**config.mk**
```make
export PLATFORM = sky130hd
export DESIGN_NAME = decode_stage
export DESIGN_NICKNAME = d
export VERILOG_FILES = /design/src/source/decode_pkg.sv /design/src/source/rv_decoder.sv /design/src/source/imm_gen.sv /design/src/source/operand_bypass.sv /design/src/source/target_calc.sv /design/src/source/id_ex_register.sv /design/src/source/decode_stage.sv
export SDC_FILE = /design/constraint.sdc
export NUM_CORES = 1
export LEC_CHECK = 0
export BUFFER_PORTS_ARGS = -buffer_cell sky130_fd_sc_hd__clkbuf_2
export CORE_ASPECT_RATIO = 1.2
export CORE_MARGIN = 3
export CORE_UTILIZATION = 40
export DETAILED_ROUTE_END_ITERATION = 7
export HOLD_SLACK_MARGIN = 0.12
export MAX_ROUTING_LAYER = met4
export PLACE_DENSITY_LB_ADDON = 0.3
export SLEW_MARGIN = 40
export SYNTH_ARGS = -nofsm -noshare
export SYNTH_HDL_FRONTEND = slang
export SYNTH_SLANG_ARGS = --single-unit
```
**constraint.sdc**
```tcl
create_clock -name clk -period 8.7 [get_ports clk]
set_input_delay 0.87 -clock clk [delete_from_list [all_inputs] [get_ports clk]]
set_output_delay 0.87 -clock clk [all_outputs]
set_load 0.05 [all_outputs]
```
**src/source/decode_pkg.sv**
```systemverilog
// Shared widths, opcodes, select encodings and records of the decode stage
// Every design file refers to these by scoped names

package decode_pkg;

  ////////////////////
  // Widths and field positions
  ////////////////////
  localparam int XLEN       = 32;
  localparam int REG_ADDR_W = 5;
  localparam int NUM_RS     = 2;
  localparam int OPC_W      = 7;
  localparam int FUNCT3_W   = 3;
  localparam int FUNCT7_W   = 7;
  localparam int LSU_SIZE_W = 2;

  localparam int RS1_LSB    = 15;
  localparam int RS2_LSB    = 20;
  localparam int RD_LSB     = 7;
  localparam int FUNCT3_LSB = 12;
  localparam int FUNCT7_LSB = 25;

  // Link value added to the PC by JAL and JALR
  localparam int PC_INCR = 4;

  ////////////////////
  // Major opcodes of the supported subset
  ////////////////////
  localparam logic [OPC_W-1:0] OPC_OP     = 7'b0110011;
  localparam logic [OPC_W-1:0] OPC_OP_IMM = 7'b0010011;
  localparam logic [OPC_W-1:0] OPC_LUI    = 7'b0110111;
  localparam logic [OPC_W-1:0] OPC_AUIPC  = 7'b0010111;
  localparam logic [OPC_W-1:0] OPC_LOAD   = 7'b0000011;
  localparam logic [OPC_W-1:0] OPC_STORE  = 7'b0100011;
  localparam logic [OPC_W-1:0] OPC_BRANCH = 7'b1100011;
  localparam logic [OPC_W-1:0] OPC_JAL    = 7'b1101111;
  localparam logic [OPC_W-1:0] OPC_JALR   = 7'b1100111;

  // funct7 of the plain and the alternate (SUB, SRA) operations
  localparam logic [FUNCT7_W-1:0] F7_BASE = 7'b0000000;
  localparam logic [FUNCT7_W-1:0] F7_ALT  = 7'b0100000;

  ////////////////////
  // Encodings
  ////////////////////
  typedef enum logic [4:0] {
    ALU_ADD, ALU_SUB, ALU_SLL, ALU_SLT, ALU_SLTU, ALU_XOR, ALU_SRL, ALU_SRA,
    ALU_OR, ALU_AND, ALU_EQ, ALU_NE, ALU_LT, ALU_GE, ALU_LTU, ALU_GEU
  } alu_op_e;

  typedef enum logic [2:0] {IMM_I, IMM_S, IMM_B, IMM_U, IMM_J} imm_sel_e;
  typedef enum logic [1:0] {OP_A_REG, OP_A_PC, OP_A_ZERO} op_a_sel_e;
  typedef enum logic [1:0] {OP_B_REG, OP_B_IMM, OP_B_PCINCR} op_b_sel_e;
  typedef enum logic [1:0] {OP_C_RS2, OP_C_TARGET, OP_C_NONE} op_c_sel_e;

  ////////////////////
  // Records
  ////////////////////
  typedef struct packed {
    logic [XLEN-1:0] pc;
    logic [XLEN-1:0] instr;
  } if_id_t;

  // One writeback source seen by the bypass units
  typedef struct packed {
    logic                  we;
    logic [REG_ADDR_W-1:0] waddr;
    logic [XLEN-1:0]       wdata;
  } fwd_src_t;

  typedef struct packed {
    alu_op_e               alu_op;
    op_a_sel_e             op_a_sel;
    op_b_sel_e             op_b_sel;
    op_c_sel_e             op_c_sel;
    imm_sel_e              imm_sel;
    logic [NUM_RS-1:0]     rs_re;
    logic                  rf_we;
    logic [REG_ADDR_W-1:0] rd;
    logic                  lsu_en;
    logic                  lsu_we;
    logic [LSU_SIZE_W-1:0] lsu_size;
    logic                  lsu_sext;
    logic                  branch;
    logic                  jump;
    logic                  jump_reg;
    logic                  illegal;
  } dec_ctrl_t;

  typedef struct packed {
    logic [XLEN-1:0]       pc;
    alu_op_e               alu_op;
    logic [XLEN-1:0]       operand_a;
    logic [XLEN-1:0]       operand_b;
    logic [XLEN-1:0]       operand_c;
    logic [REG_ADDR_W-1:0] rd;
    logic                  rf_we;
    logic                  lsu_en;
    logic                  lsu_we;
    logic [LSU_SIZE_W-1:0] lsu_size;
    logic                  lsu_sext;
    logic                  branch;
    logic                  jump;
    logic                  illegal;
  } id_ex_t;

endpackage

```
**src/source/rv_decoder.sv**
```systemverilog
// RV32I subset decoder, turns one instruction word into the control record
// Purely combinational, sits between the fetch record and the operand muxes
`timescale 1ns/1ps

module rv_decoder (
  input  logic [decode_pkg::XLEN-1:0] instr_i,
  output decode_pkg::dec_ctrl_t       ctrl_o
);

  logic [decode_pkg::OPC_W-1:0]    opcode;
  logic [decode_pkg::FUNCT3_W-1:0] funct3;
  logic [decode_pkg::FUNCT7_W-1:0] funct7;

  assign opcode = instr_i[decode_pkg::OPC_W-1:0];
  assign funct3 = instr_i[decode_pkg::FUNCT3_LSB +: decode_pkg::FUNCT3_W];
  assign funct7 = instr_i[decode_pkg::FUNCT7_LSB +: decode_pkg::FUNCT7_W];

  // Plain ALU operation per funct3, shared by OP and OP-IMM
  function automatic decode_pkg::alu_op_e alu_base(input logic [2:0] f3);
    case (f3)
      3'b000:  return decode_pkg::ALU_ADD;
      3'b001:  return decode_pkg::ALU_SLL;
      3'b010:  return decode_pkg::ALU_SLT;
      3'b011:  return decode_pkg::ALU_SLTU;
      3'b100:  return decode_pkg::ALU_XOR;
      3'b101:  return decode_pkg::ALU_SRL;
      3'b110:  return decode_pkg::ALU_OR;
      default: return decode_pkg::ALU_AND;
    endcase
  endfunction

  always_comb begin
    // Defaults describe a register-register ADD with no side effects
    ctrl_o          = '0;
    ctrl_o.alu_op   = decode_pkg::ALU_ADD;
    ctrl_o.op_a_sel = decode_pkg::OP_A_REG;
    ctrl_o.op_b_sel = decode_pkg::OP_B_REG;
    ctrl_o.op_c_sel = decode_pkg::OP_C_NONE;
    ctrl_o.imm_sel  = decode_pkg::IMM_I;
    ctrl_o.rd       = instr_i[decode_pkg::RD_LSB +: decode_pkg::REG_ADDR_W];

    case (opcode)
      decode_pkg::OPC_OP: begin
        ctrl_o.rs_re  = '1;
        ctrl_o.rf_we  = 1'b1;
        ctrl_o.alu_op = alu_base(funct3);
        if (funct7 == decode_pkg::F7_ALT) begin
          // Only ADD and SRL have an alternate form
          case (funct3)
            3'b000:  ctrl_o.alu_op  = decode_pkg::ALU_SUB;
            3'b101:  ctrl_o.alu_op  = decode_pkg::ALU_SRA;
            default: ctrl_o.illegal = 1'b1;
          endcase
        end else if (funct7 != decode_pkg::F7_BASE) begin
          ctrl_o.illegal = 1'b1;
        end
      end
      decode_pkg::OPC_OP_IMM: begin
        ctrl_o.rs_re[0] = 1'b1;
        ctrl_o.rf_we    = 1'b1;
        ctrl_o.op_b_sel = decode_pkg::OP_B_IMM;
        ctrl_o.alu_op   = alu_base(funct3);
        // Shift amounts share the upper bits with funct7
        if (funct3 == 3'b101 && funct7 == decode_pkg::F7_ALT) begin
          ctrl_o.alu_op = decode_pkg::ALU_SRA;
        end else if (funct3[1:0] == 2'b01 && funct7 != decode_pkg::F7_BASE) begin
          ctrl_o.illegal = 1'b1;
        end
      end
      decode_pkg::OPC_LUI: begin
        ctrl_o.rf_we    = 1'b1;
        ctrl_o.op_a_sel = decode_pkg::OP_A_ZERO;
        ctrl_o.op_b_sel = decode_pkg::OP_B_IMM;
        ctrl_o.imm_sel  = decode_pkg::IMM_U;
      end
      decode_pkg::OPC_AUIPC: begin
        ctrl_o.rf_we    = 1'b1;
        ctrl_o.op_a_sel = decode_pkg::OP_A_PC;
        ctrl_o.op_b_sel = decode_pkg::OP_B_IMM;
        ctrl_o.imm_sel  = decode_pkg::IMM_U;
      end
      ////////////////////
      // Memory access
      ////////////////////
      decode_pkg::OPC_LOAD: begin
        ctrl_o.rs_re[0] = 1'b1;
        ctrl_o.rf_we    = 1'b1;
        ctrl_o.op_b_sel = decode_pkg::OP_B_IMM;
        ctrl_o.lsu_en   = 1'b1;
        ctrl_o.lsu_size = funct3[1:0];
        ctrl_o.lsu_sext = ~funct3[2];
        // No doubleword, and no unsigned word on RV32
        ctrl_o.illegal  = (funct3[1:0] == 2'b11) || (funct3 == 3'b110);
      end
      decode_pkg::OPC_STORE: begin
        ctrl_o.rs_re    = '1;
        ctrl_o.op_b_sel = decode_pkg::OP_B_IMM;
        ctrl_o.op_c_sel = decode_pkg::OP_C_RS2;
        ctrl_o.imm_sel  = decode_pkg::IMM_S;
        ctrl_o.lsu_en   = 1'b1;
        ctrl_o.lsu_we   = 1'b1;
        ctrl_o.lsu_size = funct3[1:0];
        ctrl_o.illegal  = funct3[2] || (funct3[1:0] == 2'b11);
      end
      ////////////////////
      // Control transfer
      ////////////////////
      decode_pkg::OPC_BRANCH: begin
        ctrl_o.rs_re    = '1;
        ctrl_o.op_c_sel = decode_pkg::OP_C_TARGET;
        ctrl_o.imm_sel  = decode_pkg::IMM_B;
        ctrl_o.branch   = 1'b1;
        case (funct3)
          3'b000:  ctrl_o.alu_op  = decode_pkg::ALU_EQ;
          3'b001:  ctrl_o.alu_op  = decode_pkg::ALU_NE;
          3'b100:  ctrl_o.alu_op  = decode_pkg::ALU_LT;
          3'b101:  ctrl_o.alu_op  = decode_pkg::ALU_GE;
          3'b110:  ctrl_o.alu_op  = decode_pkg::ALU_LTU;
          3'b111:  ctrl_o.alu_op  = decode_pkg::ALU_GEU;
          default: ctrl_o.illegal = 1'b1;
        endcase
      end
      decode_pkg::OPC_JAL, decode_pkg::OPC_JALR: begin
        // Link value is pc + 4, target travels in operand C
        ctrl_o.rf_we    = 1'b1;
        ctrl_o.op_a_sel = decode_pkg::OP_A_PC;
        ctrl_o.op_b_sel = decode_pkg::OP_B_PCINCR;
        ctrl_o.op_c_sel = decode_pkg::OP_C_TARGET;
        ctrl_o.jump     = 1'b1;
        if (opcode == decode_pkg::OPC_JAL) begin
          ctrl_o.imm_sel = decode_pkg::IMM_J;
        end else begin
          ctrl_o.rs_re[0] = 1'b1;
          ctrl_o.jump_reg = 1'b1;
          ctrl_o.illegal  = (funct3 != 3'b000);
        end
      end
      default: ctrl_o.illegal = 1'b1;
    endcase

    // Illegal encodings leave no writes, no memory access and zero operands
    if (ctrl_o.illegal) begin
      ctrl_o.alu_op   = decode_pkg::ALU_ADD;
      ctrl_o.rs_re    = '0;
      ctrl_o.rf_we    = 1'b0;
      ctrl_o.lsu_en   = 1'b0;
      ctrl_o.lsu_we   = 1'b0;
      ctrl_o.branch   = 1'b0;
      ctrl_o.jump     = 1'b0;
      ctrl_o.jump_reg = 1'b0;
      ctrl_o.op_a_sel = decode_pkg::OP_A_ZERO;
      ctrl_o.op_b_sel = decode_pkg::OP_B_REG;
      ctrl_o.op_c_sel = decode_pkg::OP_C_NONE;
    end
  end

  // EX sees at most one functional unit request per instruction
  a_one_unit: assert final ($onehot0({ctrl_o.lsu_en, ctrl_o.branch, ctrl_o.jump}))
    else $error("decoder requested more than one unit");

endmodule

```
**src/source/imm_gen.sv**
```systemverilog
// Immediate extraction for every RV32I format, selected by the decoder
`timescale 1ns/1ps

module imm_gen (
  input  logic [decode_pkg::XLEN-1:0] instr_i,
  input  decode_pkg::imm_sel_e        imm_sel_i,
  output logic [decode_pkg::XLEN-1:0] imm_o
);

  logic [decode_pkg::XLEN-1:0] imm_i_type;
  logic [decode_pkg::XLEN-1:0] imm_s_type;
  logic [decode_pkg::XLEN-1:0] imm_b_type;
  logic [decode_pkg::XLEN-1:0] imm_u_type;
  logic [decode_pkg::XLEN-1:0] imm_j_type;

  // All formats sign extend from bit 31
  assign imm_i_type = {{20{instr_i[31]}}, instr_i[31:20]};
  assign imm_s_type = {{20{instr_i[31]}}, instr_i[31:25], instr_i[11:7]};

  // Branch and jump offsets are halfword aligned
  assign imm_b_type = {{19{instr_i[31]}}, instr_i[31], instr_i[7],
                       instr_i[30:25], instr_i[11:8], 1'b0};
  assign imm_j_type = {{11{instr_i[31]}}, instr_i[31], instr_i[19:12],
                       instr_i[20], instr_i[30:21], 1'b0};

  // Upper immediate fills the low 12 bits with zero
  assign imm_u_type = {instr_i[31:12], 12'b0};

  always_comb begin
    case (imm_sel_i)
      decode_pkg::IMM_S: imm_o = imm_s_type;
      decode_pkg::IMM_B: imm_o = imm_b_type;
      decode_pkg::IMM_U: imm_o = imm_u_type;
      decode_pkg::IMM_J: imm_o = imm_j_type;
      default:           imm_o = imm_i_type;
    endcase
  end

endmodule

```
**src/source/operand_bypass.sv**
```systemverilog
// Forwarding selection for one source register
// Priority is x0, then EX result, then WB result, then register file
`timescale 1ns/1ps

module operand_bypass (
  input  logic [decode_pkg::REG_ADDR_W-1:0] raddr_i,
  input  logic [decode_pkg::XLEN-1:0]       rdata_i,
  input  decode_pkg::fwd_src_t              fwd_ex_i,
  input  decode_pkg::fwd_src_t              fwd_wb_i,
  output logic [decode_pkg::XLEN-1:0]       value_o
);

  logic rs_zero;
  logic ex_hit;
  logic wb_hit;

  assign rs_zero = (raddr_i == '0);

  // A stage only forwards when it will actually write that register
  assign ex_hit = fwd_ex_i.we && (fwd_ex_i.waddr == raddr_i);
  assign wb_hit = fwd_wb_i.we && (fwd_wb_i.waddr == raddr_i);

  always_comb begin
    if (rs_zero) begin
      // x0 reads zero even if an older stage claims to write it
      value_o = '0;
    end else if (ex_hit) begin
      value_o = fwd_ex_i.wdata;
    end else if (wb_hit) begin
      value_o = fwd_wb_i.wdata;
    end else begin
      value_o = rdata_i;
    end
  end

  // The youngest writer must win over WB and stale register data
  a_ex_priority: assert final (!(fwd_ex_i.we && fwd_ex_i.waddr == raddr_i && raddr_i != '0)
                               || value_o == fwd_ex_i.wdata)
    else $error("EX forwarding lost priority for x%0d", raddr_i);

endmodule

```
**src/source/target_calc.sv**
```systemverilog
// Branch and jump target adder
// PC relative for branches and JAL, register relative for JALR
`timescale 1ns/1ps

module target_calc (
  input  logic [decode_pkg::XLEN-1:0] pc_i,
  input  logic [decode_pkg::XLEN-1:0] rs1_i,
  input  logic [decode_pkg::XLEN-1:0] imm_i,
  input  logic                        jump_reg_i,
  output logic [decode_pkg::XLEN-1:0] target_o
);

  logic [decode_pkg::XLEN-1:0] base;
  logic [decode_pkg::XLEN-1:0] sum;

  // rs1 arrives already forwarded
  assign base = jump_reg_i ? rs1_i : pc_i;
  assign sum  = base + imm_i;

  // JALR clears the lowest bit of the sum
  assign target_o = {sum[decode_pkg::XLEN-1:1], sum[0] & ~jump_reg_i};

endmodule

```
**src/source/id_ex_register.sv**
```systemverilog
// Operand selection and the handshaked ID/EX pipeline register
// One cycle of latency, full throughput when EX keeps ready high
`timescale 1ns/1ps

module id_ex_register (
  input  logic                                                clk,
  input  logic                                                rst_n,
  input  logic                                                in_valid_i,
  output logic                                                in_ready_o,
  input  logic [decode_pkg::XLEN-1:0]                         pc_i,
  input  decode_pkg::dec_ctrl_t                               ctrl_i,
  input  logic [decode_pkg::NUM_RS-1:0][decode_pkg::XLEN-1:0] rs_i,
  input  logic [decode_pkg::XLEN-1:0]                         imm_i,
  input  logic [decode_pkg::XLEN-1:0]                         target_i,
  output decode_pkg::id_ex_t                                  id_ex_o,
  output logic                                                out_valid_o,
  input  logic                                                out_ready_i
);

  logic [decode_pkg::NUM_RS-1:0][decode_pkg::XLEN-1:0] rs_used;
  logic [decode_pkg::XLEN-1:0] operand_a;
  logic [decode_pkg::XLEN-1:0] operand_b;
  logic [decode_pkg::XLEN-1:0] operand_c;
  decode_pkg::id_ex_t          id_ex_d;
  logic                        accept;

  ////////////////////
  // Operand muxes
  ////////////////////

  // Sources the decoder does not read contribute zero
  for (genvar g = 0; g < decode_pkg::NUM_RS; g++) begin : g_rs_mask
    assign rs_used[g] = ctrl_i.rs_re[g] ? rs_i[g] : '0;
  end

  always_comb begin
    case (ctrl_i.op_a_sel)
      decode_pkg::OP_A_REG: operand_a = rs_used[0];
      decode_pkg::OP_A_PC:  operand_a = pc_i;
      default:              operand_a = '0;
    endcase

    case (ctrl_i.op_b_sel)
      decode_pkg::OP_B_REG:    operand_b = rs_used[1];
      decode_pkg::OP_B_IMM:    operand_b = imm_i;
      decode_pkg::OP_B_PCINCR: operand_b = decode_pkg::XLEN'(decode_pkg::PC_INCR);
      default:                 operand_b = '0;
    endcase

    // Store data or control transfer target
    case (ctrl_i.op_c_sel)
      decode_pkg::OP_C_RS2:    operand_c = rs_used[1];
      decode_pkg::OP_C_TARGET: operand_c = target_i;
      default:                 operand_c = '0;
    endcase
  end

  always_comb begin
    id_ex_d           = '0;
    id_ex_d.pc        = pc_i;
    id_ex_d.alu_op    = ctrl_i.alu_op;
    id_ex_d.operand_a = operand_a;
    id_ex_d.operand_b = operand_b;
    id_ex_d.operand_c = operand_c;
    id_ex_d.rd        = ctrl_i.rd;
    id_ex_d.rf_we     = ctrl_i.rf_we;
    id_ex_d.lsu_en    = ctrl_i.lsu_en;
    id_ex_d.lsu_we    = ctrl_i.lsu_we;
    id_ex_d.lsu_size  = ctrl_i.lsu_size;
    id_ex_d.lsu_sext  = ctrl_i.lsu_sext;
    id_ex_d.branch    = ctrl_i.branch;
    id_ex_d.jump      = ctrl_i.jump;
    id_ex_d.illegal   = ctrl_i.illegal;
  end

  ////////////////////
  // Handshake
  ////////////////////

  // Register is free when empty or when EX drains it this cycle
  assign in_ready_o = !out_valid_o || out_ready_i;
  assign accept     = in_valid_i && in_ready_o;

  always_ff @(posedge clk or negedge rst_n) begin
    if (!rst_n) begin
      out_valid_o <= 1'b0;
    end else if (in_ready_o) begin
      out_valid_o <= in_valid_i;
    end
  end

  // Payload only moves on acceptance
  always_ff @(posedge clk) begin
    if (accept) begin
      id_ex_o <= id_ex_d;
    end
  end

  // A stalled record stays put until EX takes it
  a_hold_stable: assert property (@(posedge clk) disable iff (!rst_n)
    out_valid_o && !out_ready_i |=> out_valid_o && $stable(id_ex_o))
    else $error("ID/EX record changed under back-pressure");

endmodule

```
**src/source/decode_stage.sv**
```systemverilog
// Top of the decode stage, takes a fetched instruction and hands a decoded
// record to EX, register file read and forwarding sources come from outside
`timescale 1ns/1ps

module decode_stage (
  input  logic                                                    clk,
  input  logic                                                    rst_n,
  input  decode_pkg::if_id_t                                      if_id_i,
  input  logic                                                    in_valid_i,
  output logic                                                    in_ready_o,
  output logic [decode_pkg::NUM_RS-1:0][decode_pkg::REG_ADDR_W-1:0] rf_raddr_o,
  input  logic [decode_pkg::NUM_RS-1:0][decode_pkg::XLEN-1:0]     rf_rdata_i,
  input  decode_pkg::fwd_src_t                                    fwd_ex_i,
  input  decode_pkg::fwd_src_t                                    fwd_wb_i,
  output decode_pkg::id_ex_t                                      id_ex_o,
  output logic                                                    out_valid_o,
  input  logic                                                    out_ready_i
);

  decode_pkg::dec_ctrl_t                               ctrl;
  logic [decode_pkg::NUM_RS-1:0][decode_pkg::XLEN-1:0] rs_value;
  logic [decode_pkg::XLEN-1:0]                         imm;
  logic [decode_pkg::XLEN-1:0]                         target;

  // Register file is read in the same cycle the instruction is offered
  assign rf_raddr_o[0] = if_id_i.instr[decode_pkg::RS1_LSB +: decode_pkg::REG_ADDR_W];
  assign rf_raddr_o[1] = if_id_i.instr[decode_pkg::RS2_LSB +: decode_pkg::REG_ADDR_W];

  rv_decoder u_decoder (
    .instr_i (if_id_i.instr),
    .ctrl_o  (ctrl)
  );

  imm_gen u_imm_gen (
    .instr_i   (if_id_i.instr),
    .imm_sel_i (ctrl.imm_sel),
    .imm_o     (imm)
  );

  // One bypass unit per source register
  for (genvar g = 0; g < decode_pkg::NUM_RS; g++) begin : g_bypass
    operand_bypass u_bypass (
      .raddr_i  (rf_raddr_o[g]),
      .rdata_i  (rf_rdata_i[g]),
      .fwd_ex_i (fwd_ex_i),
      .fwd_wb_i (fwd_wb_i),
      .value_o  (rs_value[g])
    );
  end

  // JALR base is the forwarded rs1
  target_calc u_target (
    .pc_i       (if_id_i.pc),
    .rs1_i      (rs_value[0]),
    .imm_i      (imm),
    .jump_reg_i (ctrl.jump_reg),
    .target_o   (target)
  );

  id_ex_register u_id_ex (
    .clk         (clk),
    .rst_n       (rst_n),
    .in_valid_i  (in_valid_i),
    .in_ready_o  (in_ready_o),
    .pc_i        (if_id_i.pc),
    .ctrl_i      (ctrl),
    .rs_i        (rs_value),
    .imm_i       (imm),
    .target_i    (target),
    .id_ex_o     (id_ex_o),
    .out_valid_o (out_valid_o),
    .out_ready_i (out_ready_i)
  );

endmodule

```
### Word-level counts from Yosys, hierarchy flattened

Cells that the tools add are included.

| word-level totals | value |
|---|---|
| bits in registers | 148 |
| input bits | 208 |
| output and inout bits | 159 |
| logic and storage cells | 123 |

| cells by class | value |
|---|---|
| add/sub/neg operators | 1 |
| eq/ne operators | 31 |
| muxes and demuxes | 43 |
| bitwise operators | 3 |
| reduce and logical (&&, ||, !) cells | 30 |

Operator list:

| cell | number |
|---|---|
| $mux 32 | 9 |
| $pmux 32 s2 | 2 |
| $pmux 31 s4 | 1 |
| $pmux 32 s3 | 1 |
| $add 32x32->32 | 1 |
| $eq 7x6->1 const B | 4 |
| $pmux 4 s7 | 1 |
| $pmux 4 s6 | 1 |
| $eq 7x7->1 const B | 3 |
| $eq 5x5->1 | 4 |
| $eq 3x3->1 const B | 5 |
| $pmux 5 s3 | 1 |
| $eq 7x5->1 const B | 2 |
| $mux 1 | 13 |
| $eq 3x2->1 const B | 4 |
| $pmux 2 s2 | 3 |
| $pmux 3 s4 | 1 |
| $logic_not 5->1 | 2 |
| $pmux 5 s2 | 1 |
| $reduce_or 5->1 | 2 |
| $reduce_or 3->1 | 3 |
| $eq 2x1->1 const B | 4 |
| $reduce_or 2->1 | 4 |
| $eq 7x2->1 const B | 1 |
| other kinds (20) | 35 |

### Logic depth before layout (Yosys ltp)

| depth | value |
|---|---|
| depth in word-level cells | 10 |
| depth in mapped cells | 20 |
| depth with buffers taken out | 17 |

### Hierarchy

Synthesis repeated with hierarchy kept, for this count alone.

| unflattened totals | value |
|---|---|
| cells, all modules | 1,340 |
| area, all modules | 12,509.5 µm² |

By module, submodules not included:

| module | instances | cells each | area each (µm²) | seq. area each (µm²) |
|---|---|---|---|---|
| id_ex_register | 1 | 480 | 6,338.6 | 4,439.3 |
| operand_bypass | 2 | 177 | 1,288.7 | 0.0 |
| target_calc | 1 | 292 | 2,139.6 | 0.0 |
| rv_decoder | 1 | 114 | 787.0 | 0.0 |
| imm_gen | 1 | 90 | 591.8 | 0.0 |
| decode_stage | 1 | 10 | 75.1 | 0.0 |

### Worst setup path after synthesis

Ideal clock, no wire load.

| path | value |
|---|---|
| kind | input port to flip-flop |
| from | input port out_ready_i |
| to | register u_id_ex.id_ex_o[0] (netlist name) |
| library setup time | 0.522 ns |
| arrival time | 4.752 ns |
| data required time | 8.178 ns |
| slack | 3.426 ns |
| cell stages on the path | 2 |
| buffers on the path | 0 |
| path through | nand2b_1 -> and2_1 |

| on the way | value |
|---|---|
| word-level cells in the longest chain between the ends | 2 |

RTL lines:

| item | RTL line | source |
|---|---|---|
| from (decl) | decode_stage.sv:17 | `input logic out_ready_i` |
| $logic_or 1x1->1 | id_ex_register.sv:81 | `assign in_ready_o = !out_valid_o \|\| out_ready_i;` |
| $logic_and 1x1->1 | id_ex_register.sv:82 | `assign accept = in_valid_i && in_ready_o;` |
| named net u_id_ex.accept | id_ex_register.sv:25 | `logic accept;` |

The timed path passes the listed nets, and every way through them passes these cells.
A chain may end at the register's enable or synchronous reset.

### Final worst setup path

| path | value |
|---|---|
| from | input port if_id_i[17] (netlist name) |
| to | register u_id_ex.id_ex_o[39] (netlist name) |

| on the way | value |
|---|---|
| word-level cells in the longest chain between the ends | 8 |
| elaborated cells on any way between the ends | 12 |
| classes of those cells | add/sub (1); eq/ne (2); mux (6); reduce/logical (3) |

RTL lines:

| item | RTL line | source |
|---|---|---|
| from (decl) | decode_stage.sv:8 | `input decode_pkg::if_id_t if_id_i,` |
| $eq 5x5->1 | operand_bypass.sv:21 | `assign wb_hit = fwd_wb_i.we && (fwd_wb_i.waddr == raddr_i);` |
| $logic_and 1x1->1 | operand_bypass.sv:21 |  |
| $mux 32 | operand_bypass.sv:29 | `end else if (wb_hit) begin` |
| $mux 32 | operand_bypass.sv:27 | `end else if (ex_hit) begin` |
| $mux 32 | operand_bypass.sv:24 | `if (rs_zero) begin` |
| $mux 32 | target_calc.sv:17 | `assign base = jump_reg_i ? rs1_i : pc_i;` |
| $add 32x32->32 (*) | target_calc.sv:18 | `assign sum = base + imm_i;` |
| $pmux 32 s2 (*) | id_ex_register.sv:51 | `case (ctrl_i.op_c_sel)` |
| named net u_id_ex.operand_c (one bit) | id_ex_register.sv:23 | `logic [decode_pkg::XLEN-1:0] operand_c;` |

The timed path passes the listed nets; every way through them passes the cells marked *.

==> impl_metrics.json <==
{
  "status": "complete, no violations",
  "placed_area_sq_um": 11800,
  "ys.flop_type": "edfxtp_1",
  "layout_commonest_cell": "clkbuf_2",
  "cp-startpoint": "if_id_i[17]",
  "intPower_mw": 1.40,
  "start_util_pct": 40.7,
  "r2r-start": "u_id_ex.out_valid_o",
  "io_buffers": 365,
  "io_pins": 367,
  "dp_hpwl_mm": 29.7,
  "routed.top_layer": "met4",
  "grt_max_degree": 65,
  "vias": 9319,
  "die_x_microns": 149,
  "drt-initial-drc-count": 672,
  "cp.required_ps": 8850,
  "fillCellCount": 2302,
  "synth.distinct_cells": 70,
  "tns_ps": 0,
  "cts_tree": "built",
  "pwr-share-clk_pct": 37.5,
  "ir_worst_vdd_mv": 0.134,
  "synth_nets": 1247,
  "grtUsageTotal_pct": 28.4,
  "clkLatencyLatePin_ps": 430,
  "powerDensity_nw_per_um2": 166,
  "worst_slew_pin_slew_ps": 806,
  "cts_hold_buf": 0,
  "clock_path_buffers": 2,
  "synth_edf_count": 146,
  "dieArea_sq_um": 26300,
  "ys.warnings.count": 0,
  "finalNetCount": 1567,
  "gp_congestion": 0.978,
  "syn_inst": 1003,
  "fp.dieH_microns": 177,
  "p_sw_share_pct": 32.1,
  "wl_met2_mm": 19.3,
  "period_needed_ps": 6010,
  "switchingPower_mw": 0.660,
  "final_area_sq_um": 12400,
  "fmaxAchievable_mhz": 166,
  "clock_skew_ps": 11.3,
  "period_share_pct": 69.1,
  "drive_above_1_share_pct": 31.9,
  "overflow": 0,
  "clkTransAtPathRegs_ps": 70,
  "cts_buffers": 17,
  "hold_viol": 0,
  "slew_headroom_pct": 46.2,
  "postCtsResizedCells": 0,
  "met3_length_mm": 2.61,
  "m1WireLength_mm": 14.7,
  "syn-cell-area_sq_um": 9760,
  "slew_viol_final": 0,
  "start_kind": "primary input",
  "endpoint_kind": "flip-flop",
  "antenna_found_initial": 2,
  "synth_seq_area_share_pct": 45.2,
  "synth.avg_cell_area_sq_um": 9.73,
  "p_seq_share_pct": 39.9,
  "drc": 0,
  "leakagePower_nw": 5.31,
  "drv_cap": 0,
  "grt_pass1_vias": 8799,
  "utilization_pct": 51.7,
  "clkSinkCount": 147,
  "worstSetupPathType": "in -> reg",
  "routed_wl_mm": 38.3,
  "post_drt_wl_per_cell_microns": 23.1,
  "setup_viol": 0,
  "cp.arrival_ps": 6160,
  "viasPerCell": 5.62,
  "cts_setup_buffers": 0,
  "grt_pass1_wl_mm": 54.1,
  "rsz0062_at_grt": "false",
  "core_area_sq_um": 24000,
  "pwr-share-comb_pct": 22.6,
  "first_pass_iters": 7,
  "hold_path_class": "in -> async",
  "htree_levels": 4,
  "cp_max_fo": 18,
  "power_mw": 2.06,
  "drtAntennaViolNets": 0,
  "area_delta_synth_final_pct": 27.0,
  "ys_ff_latch": 147,
  "rr_worst_depth": 3,
  "async_reset_ff_share_pct": 0.680,
  "num_rows": 62,
  "most-common-layout-cells": "clkbuf_2 (365), nand2_1 (180), edfxtp_1 (146)",
  "clock_tree.root_cell": "clkbuf_16"
}
## power groups by stage
stage	Combinational, mW	Clock, mW	Sequential [mW]
after floorplan	0.200	0	0.946
after global placement	0.460	0	0.836
after detailed placement	0.461	0	0.836
after CTS	0.463	0.778	0.821
after global routing	0.496	0.806	0.823
final	0.465	0.772	0.821
## synth_stat cells (4+ instances only)
master	instances	share of area, %
a21o_1	25	1.9
o31ai_1	4	0.31
buf_2	11	0.56
o21a_1	9	0.69
xnor2_1	16	1.4
o211ai_1	64	4.9
o21bai_1	7	0.54
nor2_1	33	1.3
a22o_1	4	0.36
and3_1	7	0.45
nand4_1	6	0.38
edfxtp_1	146	45
nand2_1	180	6.9
and2_1	12	0.77
inv_1	14	0.54
o21ai_1	4	0.21
o22ai_1	25	1.6
buf_4	11	0.85
clkbuf_1	52	2.0
nor3_1	10	0.51
nand3_1	10	0.51
nand2b_1	8	0.51
o21ai_0	113	5.8
a211oi_1	8	0.62
nor4_1	4	0.26
o32ai_1	4	0.36
mux2i_1	64	6.6
ha_1	35	4.5
xor2_1	29	2.6
a21oi_1	28	1.4
## worst paths after layout
path                                        end  slack (ps)
max                         u_id_ex.id_ex_o[39]        2690
min                         u_id_ex.out_valid_o         200
max reg2reg                u_id_ex.id_ex_o[108]        6540
min reg2reg                 u_id_ex.out_valid_o         540
max in group asynchronous   u_id_ex.out_valid_o        8420
min in group clk            u_id_ex.out_valid_o         540
## sequential cells by signal, summed over array words and instances, names as in the netlist
name,flops
u_id_ex.out_valid_o,1
u_id_ex.id_ex_o,146
## critical path, stage by stage
cell,delay (ps)
clkbuf_2,140
xor2_1,150
nor4_1,410
and3_2,690
buf_4,430
mux2i_1,230
nand2_1,70
o211ai_1,140
o21ai_0,170
ha_1,400
a21o_1,190
o21bai_1,220
o311ai_0,660
a311oi_1,220
a211oi_1,600
o21ai_0,210
xnor2_1,220
o22ai_1,110
## through the flow
stage / instances / setup slack, ps / hold WS (ps)
floorplan: 1003 / 3430 / 574
global placement: 1623 / 2480 / 514
detailed placement: 1623 / 2330 / 526
CTS: 1655 / 2760 / 187
global route: 1657 / 2290 / 182
finish: 1657 / 2690 / 196
## area by class of cell
cell class	count	area [sq um]	share of cell area, %
Clock inverter	14	166	1.34
Inverter	14	52.6	0.424
Timing Repair Buffer	379	1950	15.8
Tap cell	320	400	3.23
Sequential cell	147	4410	35.6
Clock buffer	18	439	3.54
Antenna cell	1	2.50	0.0202
Multi-Input combinational cell	764	4970	40.1
## kinds of logic (layout without fill, tap and decap cells)
kind of cell | Yosys count | in the layout | share of synthesized area, %
AND/OR/NAND/NOR | 291 | 291 | 13.4
adder cells (fa/ha/maj) | 36 | 36 | 4.69
flip-flops | 147 | 147 | 45.2
XOR/XNOR | 46 | 46 | 4.20
other | 1 | 2 | 0.0384
multiplexers | 65 | 65 | 6.68
buffers and inverters | 92 | 425 | 4.27
AO/OA/AOI/OAI | 325 | 325 | 21.5
## layer usage
metal  vias to the layer above  GRT usage, %
li1                       4419             -
met1                      4364          33.8
met2                       455          47.8
met3                        81          4.82
met4                         0          11.8
met5                         -             -
Power figures use the tool's default switching activity.
